$ cat src/source/rvfi_chk_pkg.sv
// Shared widths, types and constants of the retirement-trace checker
// Rule bits keep the trap rules in the low four bits and the acknowledge rules above them

package rvfi_chk_pkg;

  ////////////////////////////////////////////////////////////
  // Trace field widths
  ////////////////////////////////////////////////////////////

  // Retired instruction address
  typedef logic [31:0] pc_t;
  // Exception cause as found in the low bits of mcause
  typedef logic [5:0]  exc_cause_t;
  // Debug entry cause, zero when there is no debug entry
  typedef logic [2:0]  dbg_cause_t;

  ////////////////////////////////////////////////////////////
  // Rule vectors and counters
  ////////////////////////////////////////////////////////////

  localparam int unsigned NUM_RULES = 6;

  typedef logic [3:0]           trap_viol_t;
  typedef logic [1:0]           ack_viol_t;
  typedef logic [NUM_RULES-1:0] rule_vec_t;
  typedef logic [15:0]          viol_cnt_t;
  // Outstanding debug acknowledges, saturating at 3
  typedef logic [1:0]           ack_cnt_t;

  // Rule indices inside rule_vec_t
  localparam int unsigned RULE_TRAP_INTR = 0;
  localparam int unsigned RULE_MCAUSE    = 1;
  localparam int unsigned RULE_DBG_CAUSE = 2;
  localparam int unsigned RULE_STEP_ENC  = 3;
  localparam int unsigned RULE_IRQ_ACK   = 4;
  localparam int unsigned RULE_DBG_ACK   = 5;

  // Debug cause of a single-step entry
  localparam dbg_cause_t DBG_CAUSE_STEP = 3'd4;

  // Control states
  typedef enum logic [1:0] {
    CHK_OFF,
    CHK_ARMED,
    CHK_FOLLOW
  } chk_state_e;

  ////////////////////////////////////////////////////////////
  // Register port
  ////////////////////////////////////////////////////////////

  typedef logic [3:0]  axil_addr_t;
  typedef logic [31:0] axil_data_t;

  localparam axil_addr_t REG_CTRL     = 4'h0;
  localparam axil_addr_t REG_STATUS   = 4'h4;
  localparam axil_addr_t REG_COUNT    = 4'h8;
  localparam axil_addr_t REG_FIRST_PC = 4'hC;

  localparam int unsigned CTRL_EN_BIT   = 0;
  localparam int unsigned CTRL_MASK_LSB = 8;

  localparam logic [1:0] AXIL_RESP_OKAY = 2'b00;

endpackage
$ cat src/source/rvfi_chk_top.sv
// Retirement-trace checker with an AXI4-Lite register port
// The trace is never back-pressured, one retirement per cycle at most

`timescale 1ns/1ns

module rvfi_chk_top import rvfi_chk_pkg::*; (
  input  logic       clk_i,
  input  logic       rst_ni,
  // Retirement trace
  input  logic       rvfi_valid_i,
  input  logic       rvfi_intr_i,
  input  logic       rvfi_trap_exc_i,
  input  logic       rvfi_trap_dbg_i,
  input  exc_cause_t rvfi_trap_cause_i,
  input  dbg_cause_t rvfi_trap_dbg_cause_i,
  input  dbg_cause_t rvfi_dbg_i,
  input  exc_cause_t rvfi_mcause_i,
  input  logic       rvfi_dcsr_step_i,
  input  pc_t        rvfi_pc_i,
  // Core state sampled every cycle
  input  logic       debug_mode_i,
  input  logic       irq_ack_i,
  input  logic       dbg_ack_i,
  // Register port
  input  logic       s_axil_awvalid_i,
  input  axil_addr_t s_axil_awaddr_i,
  input  logic       s_axil_wvalid_i,
  input  axil_data_t s_axil_wdata_i,
  input  logic       s_axil_bready_i,
  input  logic       s_axil_arvalid_i,
  input  axil_addr_t s_axil_araddr_i,
  input  logic       s_axil_rready_i,
  output logic       s_axil_awready_o,
  output logic       s_axil_wready_o,
  output logic       s_axil_bvalid_o,
  output logic [1:0] s_axil_bresp_o,
  output logic       s_axil_arready_o,
  output logic       s_axil_rvalid_o,
  output axil_data_t s_axil_rdata_o,
  output logic [1:0] s_axil_rresp_o,
  output logic       irq_o
);

  logic       retire, clear, follow, prev_clean, prev_exc, prev_dbg;
  exc_cause_t prev_cause;
  dbg_cause_t prev_dbg_cause;
  trap_viol_t trap_viol;
  ack_viol_t  ack_viol;
  rule_vec_t  status, rule_mask, status_clr;
  viol_cnt_t  count;
  pc_t        first_pc;
  logic       ctrl_en;

  rvfi_chk_ctrl u_ctrl (
    .clk_i, .rst_ni, .ctrl_en_i(ctrl_en), .rvfi_valid_i, .rvfi_trap_exc_i,
    .rvfi_trap_dbg_i, .rvfi_trap_cause_i, .rvfi_trap_dbg_cause_i, .debug_mode_i,
    .rvfi_dcsr_step_i, .retire_o(retire), .clear_o(clear), .follow_o(follow),
    .prev_clean_o(prev_clean), .prev_exc_o(prev_exc), .prev_dbg_o(prev_dbg),
    .prev_cause_o(prev_cause), .prev_dbg_cause_o(prev_dbg_cause)
  );

  rvfi_trap_rules u_trap_rules (
    .retire_i(retire), .follow_i(follow), .prev_clean_i(prev_clean),
    .prev_exc_i(prev_exc), .prev_dbg_i(prev_dbg), .prev_cause_i(prev_cause),
    .prev_dbg_cause_i(prev_dbg_cause), .rvfi_intr_i, .rvfi_trap_exc_i, .rvfi_trap_dbg_i,
    .rvfi_trap_dbg_cause_i, .rvfi_dbg_i, .rvfi_mcause_i, .trap_viol_o(trap_viol)
  );

  rvfi_ack_rules u_ack_rules (
    .clk_i, .rst_ni, .retire_i(retire), .clear_i(clear), .rvfi_intr_i, .rvfi_dbg_i,
    .irq_ack_i, .dbg_ack_i, .ack_viol_o(ack_viol)
  );

  rvfi_viol_log u_viol_log (
    .clk_i, .rst_ni, .retire_i(retire), .rvfi_pc_i, .trap_viol_i(trap_viol),
    .ack_viol_i(ack_viol), .rule_mask_i(rule_mask), .status_clr_i(status_clr),
    .status_o(status), .count_o(count), .first_pc_o(first_pc), .irq_o
  );

  rvfi_chk_axil u_axil (
    .clk_i, .rst_ni, .s_axil_awvalid_i, .s_axil_awaddr_i, .s_axil_wvalid_i,
    .s_axil_wdata_i, .s_axil_bready_i, .s_axil_arvalid_i, .s_axil_araddr_i,
    .s_axil_rready_i, .status_i(status), .count_i(count), .first_pc_i(first_pc),
    .s_axil_awready_o, .s_axil_wready_o, .s_axil_bvalid_o, .s_axil_bresp_o,
    .s_axil_arready_o, .s_axil_rvalid_o, .s_axil_rdata_o, .s_axil_rresp_o,
    .ctrl_en_o(ctrl_en), .rule_mask_o(rule_mask), .status_clr_o(status_clr)
  );

endmodule

$ cat src/source/rvfi_chk_axil.sv
// AXI4-Lite slave with one outstanding write and one outstanding read
// Write strobes are not supported, every write updates the whole register

`timescale 1ns/1ns

module rvfi_chk_axil import rvfi_chk_pkg::*; (
  input  logic       clk_i,
  input  logic       rst_ni,
  input  logic       s_axil_awvalid_i,
  input  axil_addr_t s_axil_awaddr_i,
  input  logic       s_axil_wvalid_i,
  input  axil_data_t s_axil_wdata_i,
  input  logic       s_axil_bready_i,
  input  logic       s_axil_arvalid_i,
  input  axil_addr_t s_axil_araddr_i,
  input  logic       s_axil_rready_i,
  input  rule_vec_t  status_i,
  input  viol_cnt_t  count_i,
  input  pc_t        first_pc_i,
  output logic       s_axil_awready_o,
  output logic       s_axil_wready_o,
  output logic       s_axil_bvalid_o,
  output logic [1:0] s_axil_bresp_o,
  output logic       s_axil_arready_o,
  output logic       s_axil_rvalid_o,
  output axil_data_t s_axil_rdata_o,
  output logic [1:0] s_axil_rresp_o,
  output logic       ctrl_en_o,
  output rule_vec_t  rule_mask_o,
  output rule_vec_t  status_clr_o
);

  logic       wr_ready_q;
  logic       wr_accept;
  logic       rd_accept;
  axil_data_t rd_mux;

  ////////////////////////////////////////////////////////////
  // Write channel
  ////////////////////////////////////////////////////////////

  // Address and data are accepted together in the cycle the ready pulse is high
  assign wr_accept        = wr_ready_q && s_axil_awvalid_i && s_axil_wvalid_i;
  assign s_axil_awready_o = wr_ready_q;
  assign s_axil_wready_o  = wr_ready_q;
  assign s_axil_bresp_o   = AXIL_RESP_OKAY;

  always_ff @(posedge clk_i or negedge rst_ni) begin
    if (!rst_ni) begin
      wr_ready_q      <= 1'b0;
      s_axil_bvalid_o <= 1'b0;
      ctrl_en_o       <= 1'b0;
      rule_mask_o     <= '0;
      status_clr_o    <= '0;
    end else begin
      // Ready only pulses while no response is waiting
      wr_ready_q   <= s_axil_awvalid_i && s_axil_wvalid_i && !s_axil_bvalid_o && !wr_ready_q;
      status_clr_o <= '0;
      if (wr_accept) begin
        s_axil_bvalid_o <= 1'b1;
      end else if (s_axil_bready_i) begin
        s_axil_bvalid_o <= 1'b0;
      end
      if (wr_accept && (s_axil_awaddr_i == REG_CTRL)) begin
        ctrl_en_o   <= s_axil_wdata_i[CTRL_EN_BIT];
        rule_mask_o <= s_axil_wdata_i[CTRL_MASK_LSB +: NUM_RULES];
      end
      // Writing ones to STATUS clears those bits for one cycle
      if (wr_accept && (s_axil_awaddr_i == REG_STATUS)) begin
        status_clr_o <= s_axil_wdata_i[NUM_RULES-1:0];
      end
    end
  end

  ////////////////////////////////////////////////////////////
  // Read channel
  ////////////////////////////////////////////////////////////

  assign s_axil_arready_o = !s_axil_rvalid_o;
  assign rd_accept        = s_axil_arvalid_i && s_axil_arready_o;
  assign s_axil_rresp_o   = AXIL_RESP_OKAY;

  // Unmapped offsets read as zero
  always_comb begin
    rd_mux = '0;
    case (s_axil_araddr_i)
      REG_CTRL: begin
        rd_mux[CTRL_EN_BIT]                 = ctrl_en_o;
        rd_mux[CTRL_MASK_LSB +: NUM_RULES]  = rule_mask_o;
      end
      REG_STATUS:   rd_mux[NUM_RULES-1:0] = status_i;
      REG_COUNT:    rd_mux[15:0]          = count_i;
      REG_FIRST_PC: rd_mux                = first_pc_i;
      default:      rd_mux                = '0;
    endcase
  end

  always_ff @(posedge clk_i or negedge rst_ni) begin
    if (!rst_ni) begin
      s_axil_rvalid_o <= 1'b0;
    end else if (rd_accept) begin
      s_axil_rvalid_o <= 1'b1;
    end else if (s_axil_rready_i) begin
      s_axil_rvalid_o <= 1'b0;
    end
  end

  // Read data is captured once and held while the master stalls
  always_ff @(posedge clk_i) begin
    if (rd_accept) begin
      s_axil_rdata_o <= rd_mux;
    end
  end

endmodule

$ cat src/source/rvfi_viol_log.sv
// Status bits are sticky until cleared through the register port
// A set in the same cycle as its clear wins, so no violation is lost

`timescale 1ns/1ns

module rvfi_viol_log import rvfi_chk_pkg::*; (
  input  logic       clk_i,
  input  logic       rst_ni,
  input  logic       retire_i,
  input  pc_t        rvfi_pc_i,
  input  trap_viol_t trap_viol_i,
  input  ack_viol_t  ack_viol_i,
  input  rule_vec_t  rule_mask_i,
  input  rule_vec_t  status_clr_i,
  output rule_vec_t  status_o,
  output viol_cnt_t  count_o,
  output pc_t        first_pc_o,
  output logic       irq_o
);

  rule_vec_t viol_raw;
  rule_vec_t viol_masked;
  logic      viol_hit;

  // Trap rules take the low bits, acknowledge rules the top two
  assign viol_raw = {ack_viol_i, trap_viol_i};

  // A set mask bit disables its rule entirely
  assign viol_masked = retire_i ? (viol_raw & ~rule_mask_i) : '0;
  assign viol_hit    = |viol_masked;

  always_ff @(posedge clk_i or negedge rst_ni) begin
    if (!rst_ni) begin
      status_o   <= '0;
      count_o    <= '0;
      first_pc_o <= '0;
    end else begin
      status_o <= (status_o & ~status_clr_i) | viol_masked;
      // One count per violating retirement, however many rules it breaks
      if (viol_hit && (count_o != '1)) begin
        count_o <= count_o + 16'd1;
      end
      // Only the first violation since reset is located
      if (viol_hit && (count_o == '0)) begin
        first_pc_o <= rvfi_pc_i;
      end
    end
  end

  ////////////////////////////////////////////////////////////
  // Interrupt
  ////////////////////////////////////////////////////////////

  // Level interrupt while any status bit is pending
  assign irq_o = |status_o;

endmodule

$ cat src/source/rvfi_ack_rules.sv
// Acknowledges are sampled every cycle, including cycles without a retirement
// The debug acknowledge count saturates at 3, deeper nesting is not tracked

`timescale 1ns/1ns

module rvfi_ack_rules import rvfi_chk_pkg::*; (
  input  logic       clk_i,
  input  logic       rst_ni,
  input  logic       retire_i,
  input  logic       clear_i,
  input  logic       rvfi_intr_i,
  input  dbg_cause_t rvfi_dbg_i,
  input  logic       irq_ack_i,
  input  logic       dbg_ack_i,
  output ack_viol_t  ack_viol_o
);

  localparam ack_cnt_t ACK_CNT_MAX = 2'd3;

  logic     irq_pend_q;
  ack_cnt_t dbg_cnt_q;
  logic     dbg_retire;

  // A retirement that reports a debug entry consumes one acknowledge
  assign dbg_retire = retire_i && (rvfi_dbg_i != '0);

  always_ff @(posedge clk_i or negedge rst_ni) begin
    if (!rst_ni) begin
      irq_pend_q <= 1'b0;
      dbg_cnt_q  <= '0;
    end else if (clear_i) begin
      irq_pend_q <= 1'b0;
      dbg_cnt_q  <= '0;
    end else begin
      // An acknowledge together with a retirement waits for the next one
      if (retire_i) begin
        irq_pend_q <= irq_ack_i;
      end else if (irq_ack_i) begin
        irq_pend_q <= 1'b1;
      end
      // Simultaneous acknowledge and debug entry leave the count unchanged
      if (dbg_ack_i && !dbg_retire && (dbg_cnt_q != ACK_CNT_MAX)) begin
        dbg_cnt_q <= dbg_cnt_q + 2'd1;
      end else if (dbg_retire && !dbg_ack_i && (dbg_cnt_q != '0)) begin
        dbg_cnt_q <= dbg_cnt_q - 2'd1;
      end
    end
  end

  always_comb begin
    ack_viol_o = '0;
    ack_viol_o[RULE_IRQ_ACK - RULE_IRQ_ACK] = retire_i && irq_pend_q && !rvfi_intr_i;
    ack_viol_o[RULE_DBG_ACK - RULE_IRQ_ACK] = dbg_retire && (dbg_cnt_q == '0);
  end

endmodule

$ cat src/source/rvfi_trap_rules.sv
// Purely combinational, the result is valid only in a retirement cycle
// Rules that look back need follow_i, which marks a trapping previous retirement

`timescale 1ns/1ns

module rvfi_trap_rules import rvfi_chk_pkg::*; (
  input  logic       retire_i,
  input  logic       follow_i,
  input  logic       prev_clean_i,
  input  logic       prev_exc_i,
  input  logic       prev_dbg_i,
  input  exc_cause_t prev_cause_i,
  input  dbg_cause_t prev_dbg_cause_i,
  input  logic       rvfi_intr_i,
  input  logic       rvfi_trap_exc_i,
  input  logic       rvfi_trap_dbg_i,
  input  dbg_cause_t rvfi_trap_dbg_cause_i,
  input  dbg_cause_t rvfi_dbg_i,
  input  exc_cause_t rvfi_mcause_i,
  output trap_viol_t trap_viol_o
);

  logic look_back;
  logic look_back_clean;
  logic step_exc;

  // The current retirement follows a trapping one
  assign look_back = retire_i && follow_i;

  // Debug mode or single stepping in the window exempts the interrupt and mcause rules,
  // since mcause is not updated in debug mode
  assign look_back_clean = look_back && prev_clean_i;

  // An exception and a debug trap on the same retirement only occur while stepping
  assign step_exc = retire_i && rvfi_trap_exc_i && rvfi_trap_dbg_i;

  always_comb begin
    trap_viol_o = '0;

    ////////////////////////////////////////////////////////////
    // Trap followed by the interrupt flag
    ////////////////////////////////////////////////////////////

    // The first handler instruction after any trap must carry intr
    trap_viol_o[RULE_TRAP_INTR] = look_back_clean && !rvfi_intr_i;

    ////////////////////////////////////////////////////////////
    // Cause alignment
    ////////////////////////////////////////////////////////////

    // mcause seen by the handler must match the cause the previous retirement reported
    trap_viol_o[RULE_MCAUSE] = look_back_clean && prev_exc_i &&
                               (rvfi_mcause_i != prev_cause_i);

    // Debug entry cause must match the cause the debug trap announced
    // No clean exemption here, because the entry itself lands in debug mode
    trap_viol_o[RULE_DBG_CAUSE] = look_back && prev_dbg_i &&
                                  (rvfi_dbg_i != prev_dbg_cause_i);

    ////////////////////////////////////////////////////////////
    // Single-step encoding
    ////////////////////////////////////////////////////////////

    // Both trap kinds together are only legal with the step cause
    trap_viol_o[RULE_STEP_ENC] = step_exc && (rvfi_trap_dbg_cause_i != DBG_CAUSE_STEP);
  end

endmodule

$ cat src/source/rvfi_chk_ctrl.sv
// Tracks the previous checked retirement while the checker is enabled
// Disabling returns to CHK_OFF, so re-enabling starts without a previous retirement

`timescale 1ns/1ns

module rvfi_chk_ctrl import rvfi_chk_pkg::*; (
  input  logic       clk_i,
  input  logic       rst_ni,
  input  logic       ctrl_en_i,
  input  logic       rvfi_valid_i,
  input  logic       rvfi_trap_exc_i,
  input  logic       rvfi_trap_dbg_i,
  input  exc_cause_t rvfi_trap_cause_i,
  input  dbg_cause_t rvfi_trap_dbg_cause_i,
  input  logic       debug_mode_i,
  input  logic       rvfi_dcsr_step_i,
  output logic       retire_o,
  output logic       clear_o,
  output logic       follow_o,
  output logic       prev_clean_o,
  output logic       prev_exc_o,
  output logic       prev_dbg_o,
  output exc_cause_t prev_cause_o,
  output dbg_cause_t prev_dbg_cause_o
);

  chk_state_e state_q;
  chk_state_e state_d;
  logic       quiet;
  logic       clean_q;

  // A cycle is quiet when the core is neither in debug mode nor single stepping
  assign quiet    = !debug_mode_i && !rvfi_dcsr_step_i;
  assign retire_o = rvfi_valid_i && ctrl_en_i;
  assign clear_o  = (state_q == CHK_OFF);
  assign follow_o = (state_q == CHK_FOLLOW);
  // The current cycle counts toward the clean window as well
  assign prev_clean_o = clean_q && quiet;

  always_comb begin
    state_d = state_q;
    if (!ctrl_en_i) begin
      state_d = CHK_OFF;
    end else if (rvfi_valid_i) begin
      // A trapping retirement becomes the previous one that the rules look back on
      state_d = (rvfi_trap_exc_i || rvfi_trap_dbg_i) ? CHK_FOLLOW : CHK_ARMED;
    end else if (state_q == CHK_OFF) begin
      state_d = CHK_ARMED;
    end
  end

  always_ff @(posedge clk_i or negedge rst_ni) begin
    if (!rst_ni) begin
      state_q <= CHK_OFF;
      clean_q <= 1'b1;
    end else begin
      state_q <= state_d;
      // The clean window restarts with each retirement and closes on any noisy cycle
      clean_q <= retire_o ? quiet : (clean_q && quiet);
    end
  end

  // Trap record of the last retirement, only read while in CHK_FOLLOW
  always_ff @(posedge clk_i) begin
    if (retire_o) begin
      prev_exc_o       <= rvfi_trap_exc_i;
      prev_dbg_o       <= rvfi_trap_dbg_i;
      prev_cause_o     <= rvfi_trap_cause_i;
      prev_dbg_cause_o <= rvfi_trap_dbg_cause_i;
    end
  end

endmodule

$ cat config.mk
export PLATFORM = sky130hd
export DESIGN_NAME = rvfi_chk_top
export DESIGN_NICKNAME = d
export VERILOG_FILES = /design/src/source/rvfi_chk_pkg.sv /design/src/source/rvfi_chk_top.sv /design/src/source/rvfi_chk_axil.sv /design/src/source/rvfi_viol_log.sv /design/src/source/rvfi_ack_rules.sv /design/src/source/rvfi_trap_rules.sv /design/src/source/rvfi_chk_ctrl.sv
export SDC_FILE = /design/constraint.sdc
export NUM_CORES = 1
export LEC_CHECK = 0
export ABC_AREA = 1
export BUFFER_PORTS_ARGS = -buffer_cell sky130_fd_sc_hd__clkbuf_2
export CORE_ASPECT_RATIO = 1.2
export CORE_MARGIN = 2
export CORE_UTILIZATION = 48
export CTS_CLUSTER_DIAMETER = 30
export DETAILED_ROUTE_END_ITERATION = 10
export PLACE_DENSITY = 0.83
export SLEW_MARGIN = 20
export SYNTH_ARGS = -nofsm -noshare
export SYNTH_HDL_FRONTEND = slang
export SYNTH_HIERARCHICAL = 1
export SYNTH_SLANG_ARGS = --single-unit
export TNS_END_PERCENT = 50
$ cat constraint.sdc
create_clock -name clk_i -period 1.9 [get_ports clk_i]
set_input_delay 0.285 -clock clk_i [delete_from_list [all_inputs] [get_ports clk_i]]
set_output_delay 0.285 -clock clk_i [all_outputs]
set_load 0.02 [all_outputs]
==> results.tsv, run 1 <==
metric	value	unit
p_sw_share	24.2	%
drc	0	
num_antenna_cells	0	
insertion_delay	0.41	ns
p_clk_share	46.3	%
ys_dominant_reg_cell	dfrtp_1	
outcome	finished with violations	
root_buffer	clkbuf_16	
postSynthCellCount	666	
wl_per_cell	16.5	µm
synthesis.area	5700	µm²
cts_made_buffers	17	
intPower	4720	µW
antenna_found_initial	0	
ant_nets	0	
grt_pass1_wl	22.7	mm
clockBufferDepth	2	
overflow	0	
cp_data_required_time	2.23	ns
core-area	11600	µm²
start_util	49.3	%
failed_checks	setup timing	
die_w	103	µm
ys_ff_latch	119	
yosys.area.top_type	dfrtp_1	
ys_top_cells_by_count	214 x nand2_1, 95 x nand3_1, 75 x dfrtp_1, 75 x inv_1, 62 x nor2_1	
yosysUniqueCellTypes	35	
ioPinCount	147	
final_cell_area	7490	µm²
synth_edf_count	43	
period_minus_slack	1.96	ns
slew_violations	0	
finalWirelength	16.2	mm
hold_path.class	in -> reg	
drt-vias-per-instance	5.41	
rsz0062_at_grt	true	
setup_viol_count_final	5	
synthTopCellsByArea	dfrtp_1 33%, edfxtp_1 23%, nand2_1 14%, nand3_1 8.3%, inv_1 4.9%	
dpl.hpwl	9.60	mm
nets	924	
pwr-share-seq	45.5	%
rows	43	
syn_area_per_cell	8.56	µm²
leakagePower	0.00380	µW
io_buffer_count	122	
h-tree-depth	4	
synth.most_common_cell	nand2_1	
critPathCaptureType	flop	
grt_pass1_vias	4931	
finalSetupTns	-0.126	ns
layout_setup_ws	-0.0592	ns
drt_iter0_drc	543	
clkTransAtPathRegs	0.05	ns
clock.fmax	510	MHz
cap_viol_max_count	0	
fin_skew	0.00704	ns
critical_path_class	reg -> reg	
n_fill_cell	819	
vdd.ir_drop.worst	0.466	mV
grt_max_degree	35	
finalCritPeriodShare	103	%
synth-async-reset-ratio	63.9	%
clock-sinks	119	
gp_congestion	0.863	
place_area	6570	µm²
startpoint_type	flop	
drtPass1Iterations	7	
num_vias	5335	
power_switching	1500	µW
die-height	123	µm
comb_power_share	8.2	%
seq_area_frac_synth	56.0	%
yosys.area.top_type_share	32.9	%
hold_violations	0	
grtUsageTotal	23.1	%
cts_tree	yes	
die_area	12800	µm²
worstPathArrival	2.29	ns
drive_above_1_share	31.1	%
syn2layout_area_growth	31.3	%
p_per_area	831	nW/µm²
yosysWarnings	6	
cp_max_fo	8	
-- final cells by class --
class / count / area, µm² / share of cell area [%]
Clock buffer: 21 / 440 / 5.88
Inverter: 80 / 307 / 4.09
Sequential cell: 119 / 3190 / 42.7
Clock inverter: 11 / 85.1 / 1.14
Multi-Input combinational cell: 449 / 2300 / 30.7
Tap cell: 157 / 196 / 2.62
Timing Repair Buffer: 150 / 970 / 12.9
-- logic make-up after synthesis --
group	Yosys count	share of synthesized area [%]
buffers and inverters	102	7.81
DFF	119	56.0
adders and majority gates	2	0.439
AOI/OAI and AO/OA	26	2.39
and+or+nand+nor	407	31.9
xor gates and xnor gates	9	1.38
other	1	0.0658
-- power groups by stage --
stage	combinational [µW]	sequential, µW	clock [µW]
detailed placement	481	2870	0
finish	511	2830	2880
floorplan	180	2920	0
CTS	488	2820	2870
global placement	470	2860	0
global route	563	2840	3030
-- state kept, by name, indices dropped and copies added, names as in the netlist --
| signal | count |
|---|---|
| u_axil/s_axil_rdata_o | 32 |
| u_viol_log/first_pc_o | 32 |
| u_viol_log/count_o | 16 |
| u_axil/rule_mask_o | 6 |
| u_axil/status_clr_o | 6 |
| u_ctrl/prev_cause_o | 6 |
| u_viol_log/status_o | 6 |
| u_ctrl/prev_dbg_cause_o | 3 |
| u_ack_rules/dbg_cnt_q | 2 |
| u_ctrl/state_q | 2 |
| u_ack_rules/irq_pend_q | 1 |
| u_axil/ctrl_en_o | 1 |
| u_axil/s_axil_awready_o | 1 |
| u_axil/s_axil_bvalid_o | 1 |
| u_axil/s_axil_rvalid_o | 1 |
| u_ctrl/clean_q | 1 |
| u_ctrl/prev_dbg_o | 1 |
| u_ctrl/prev_exc_o | 1 |
-- worst max-delay path, stage by stage, from the launching register on --
cell       delay [ns]
dfrtp_1          0.37
inv_1            0.07
nand2_2          0.07
inv_2            0.05
nand2_2          0.04
inv_2            0.06
nand2_2          0.06
nor2_1           0.11
nand2_1          0.08
inv_2            0.07
nand2_4          0.06
nor2_4           0.12
nor2_4           0.05
nand2_4          0.14
buf_12           0.17
clkbuf_16        0.16
nand3_2          0.08
nand2_1          0.12
-- worst paths after layout --
kind | start | end | slack [ns] | cells after the start
max | u_ctrl/state_q[0] | u_viol_log/first_pc_o[0] | -0.06 | 17
min | rvfi_trap_cause_i[5] | u_ctrl/prev_cause_o[5] | 0.05 | 1
max reg2reg | u_ctrl/state_q[0] | u_viol_log/first_pc_o[0] | -0.06 | 17
min reg2reg | u_axil/status_clr_o[3] | u_viol_log/status_o[3] | 0.42 | 1
max in group asynchronous | rst_ni | u_viol_log/first_pc_o[31] | 0.98 | 3
min in group asynchronous | rst_ni | u_axil/status_clr_o[2] | 0.32 | 2
-- per-stage QoR --
stage               hold slack (ns)  utilization (%)  power, µW  worst slack, ns  instances
floorplan                   -0.0106                -       3100           0.0386        669
global placement              0.199             56.8       3330          0.00967        942
detailed placement            0.198             56.8       3350          -0.0750        942
CTS                          0.0425             61.7       6190           0.0154        978
global route                 0.0338             64.7       6440           -0.156        987
finish                       0.0489             64.7       6220          -0.0592        987
-- cells in the final DEF (no fill, tap or decap), drive strengths merged --
master       count
nand2          222
clkbuf         146
nand3           99
inv             79
dfrtp           75
nor2            75
edfxtp          43
buf             24
o21ai           19
clkinv          10
nand4            6
xnor2            6
a21oi            5
nand3b           4
conb             4
xor2             3
o22ai            2
ha               2
clkinvlp         1
bufinv           1
dlygate4sd3      1
nor3             1
dfstp            1
nor4             1
-- per-layer routing --
layer	global-route usage [%]	part of all wire [%]	wire [µm]
met5	0	0	0
met4	10.2	4.2	676
met3	4.86	7.3	1180
met2	39.3	51	8360
met1	28.0	37	6020
-- timing repair --
| item | 4_1_cts | 5_1_grt |
|---|---|---|
| cloned | 0 | 6 |
| pin swaps | 1 | 30 |
| hold buffers | 1 | 0 |
| endpoints found under the hold margin | 21 | 0 |
| resized for setup | 0 | 66 |
| setup buffers | 3 | 4 |
| setup endpoints to repair | 32 | 48 |
Power figures use the tool's default switching activity.
==> run 2: changes to the inputs <==
CORE_ASPECT_RATIO = unset   (was 1.2)
==> run 2 against run 1 <==
  * Sequential power is essentially flat
  * Critical path depth shrank 5
  * Wire length shrank 0.81%
  * Die area is essentially flat
  * Fmax shrank 2.0%
  * Global-route usage grew 0.68 points
  * Power grew 4.9%
  * Core utilization grew 0.97 points
  * Count of clock-buffer cells in the layout is the same
  * The run ends with DRC, setup timing left
  * Cell area grew 1.1%
==> results.tsv, run 2 (synthesis gave the netlist of run 1 again) <==
metric	value	unit
outcome	finished with violations	
failed_checks	DRC, setup timing	
critical_path_class	reg -> reg	
drc	11	
cp_data_required_time	2.19	ns
hold_violations	0	
nets	925	
clock.fmax	500	MHz
insertion_delay	0.41	ns
grt_pass1_vias	4881	
use_met1	30.2	%
clockBufferDepth	2	
intPower	4980	µW
worstPathArrival	2.29	ns
num_vias	5290	
rows	39	
power_switching	1550	µW
drt-vias-per-instance	5.43	
layout_setup_ws	-0.0992	ns
final_cell_mix	206 x nand2_1, 121 x clkbuf_2, 75 x dfrtp_1	
hp-start	rvfi_trap_cause_i[5]	
p_clk_share	48.8	%
cts_made_buffers	17	
cp_max_fo	8	
fin_skew	0.00796	ns
place_ws	-0.0953	ns
root_buffer	clkbuf_16	
period_minus_slack	2.00	ns
die_w	113	µm
h-tree-depth	4	
core-area	11500	µm²
leakagePower	0.00382	µW
ant_nets	0	
syn2layout_area_growth	32.7	%
die-height	113	µm
die_area	12800	µm²
start_util	49.5	%
worst_pin_slew	0.495	ns
startpoint_type	flop	
comb_power_share	7.9	%
drtPass1Iterations	9	
drive_above_1_share	30.1	%
cap_viol_max_count	0	
vdd.ir_drop.worst	0.550	mV
ioPinCount	147	
layout_commonest_cell	nand2_1	
busiest_layer	met2	
wl_per_cell	16.5	µm
multi_input_area	2290	µm²
io_buffer_count	122	
p_per_area	863	nW/µm²
num_antenna_cells	0	
final_cell_area	7570	µm²
ff_latch_area	3190	µm²
grtUsageTotal	23.8	%
finalCritPeriodShare	105	%
antenna_found_initial	0	
overflow	0	
hold_path.class	in -> reg	
use_met2	38.8	%
slew_violations	0	
gp_congestion	0.893	
dpl.hpwl	9.45	mm
reg.largest.list	u_axil/s_axil_rdata_o (32), u_viol_log/first_pc_o (32), u_viol_log/count_o (16)	
rrSetupSlack	-0.1	ns
p_sw_share	23.7	%
stdcell_count	974	
r2r_start	u_axil/ctrl_en_o	
setup_viol_count_final	24	
finalWirelength	16.1	mm
hold-worst-slack	0.0496	ns
dp_cells	926	
pwr-share-seq	43.3	%
max-slew-margin-rel	66.9	%
rsz0062_at_grt	true	
n_fill_cell	799	
grt_pass1_wl	23.5	mm
cts_tree	yes	
hold_depth	1	
place_area	6530	µm²
grt_max_degree	44	
gr-usage-met3	5.73	%
ff2ff_path_depth	12	
critPathCaptureType	flop	
clock-sinks	119	
drt_iter0_drc	709	
critPathLaunch	u_axil/ctrl_en_o	
clkTransAtPathRegs	0.06	ns
==> run 2: cell types whose count changed in the layout (fill, tap and decap cells not counted), sizes merged <==
cell and delta:
inv +1, clkinvlp +2, clkinv -4, buf +1
bufinv +1
==> run 2: layout make-up <==
class | count | area share, %
inverter | 80 | 4.05
tap | 143 | 2.36
clock buffer | 21 | 6.23
sequential | 119 | 42.2
clock inverter | 11 | 1.60
multi-input combinational | 449 | 30.2
timing repair buffer | 151 | 13.3
==> run 2: power groups by stage <==
stage / combinational (µW) / sequential, µW / clock [µW]
global placement: 469 / 2870 / 0
finish: 513 / 2830 / 3190
CTS: 491 / 2820 / 3210
global route: 563 / 2830 / 3340
floorplan: 180 / 2920 / 0
detailed placement: 479 / 2870 / 0
==> run 2: per-layer routing <==
| metal | part of all wire [%] | wire, µm |
|---|---|---|
| met5 | 0 | 0 |
| met1 | 38 | 6090 |
| met2 | 49 | 7940 |
| met3 | 8.8 | 1410 |
| met4 | 4.1 | 660 |
==> run 2: what timing repair did <==
action                                  CTS  global route
gates resized for setup                   5            47
hold buffers                              1             0
pin swaps                                 3            34
hold endpoints to repair                 32             0
endpoints found under the setup margin   35            48
buffers inserted                          7             2
gates cloned                              1             6
==> run 2: critical path, stage by stage, from the launching register on <==
cell       delay [ns]
dfrtp_1          0.39
nand2_2          0.11
inv_4            0.04
buf_4            0.14
buf_4            0.16
nand2_1          0.14
nor2_1           0.08
nor2_2           0.16
nand2_4          0.14
buf_8            0.18
clkbuf_16        0.15
nand3_1          0.09
nand2_1          0.09
==> run 2: path summary, 6_finish.rpt <==
kind | endpoint
worst max-delay path | u_viol_log/first_pc_o[1]
worst min-delay path | u_ctrl/prev_cause_o[5]
worst max register to register | u_viol_log/first_pc_o[1]
worst min register to register | u_viol_log/status_o[5]
max in group asynchronous | u_viol_log/count_o[3]
min in group asynchronous | u_axil/status_clr_o[1]
==> run 2: stage by stage <==
stage | util [%] | power [µW] | setup TNS [ns]
5_1_grt | 65.7 | 6740 | -3.15
2_1_floorplan | - | 3100 | 0
3_3_place_gp | 56.7 | 3330 | -0.896
3_5_place_dp | 56.7 | 3350 | -2.47
6_report | 65.7 | 6530 | -0.713
4_1_cts | 62.8 | 6520 | 0
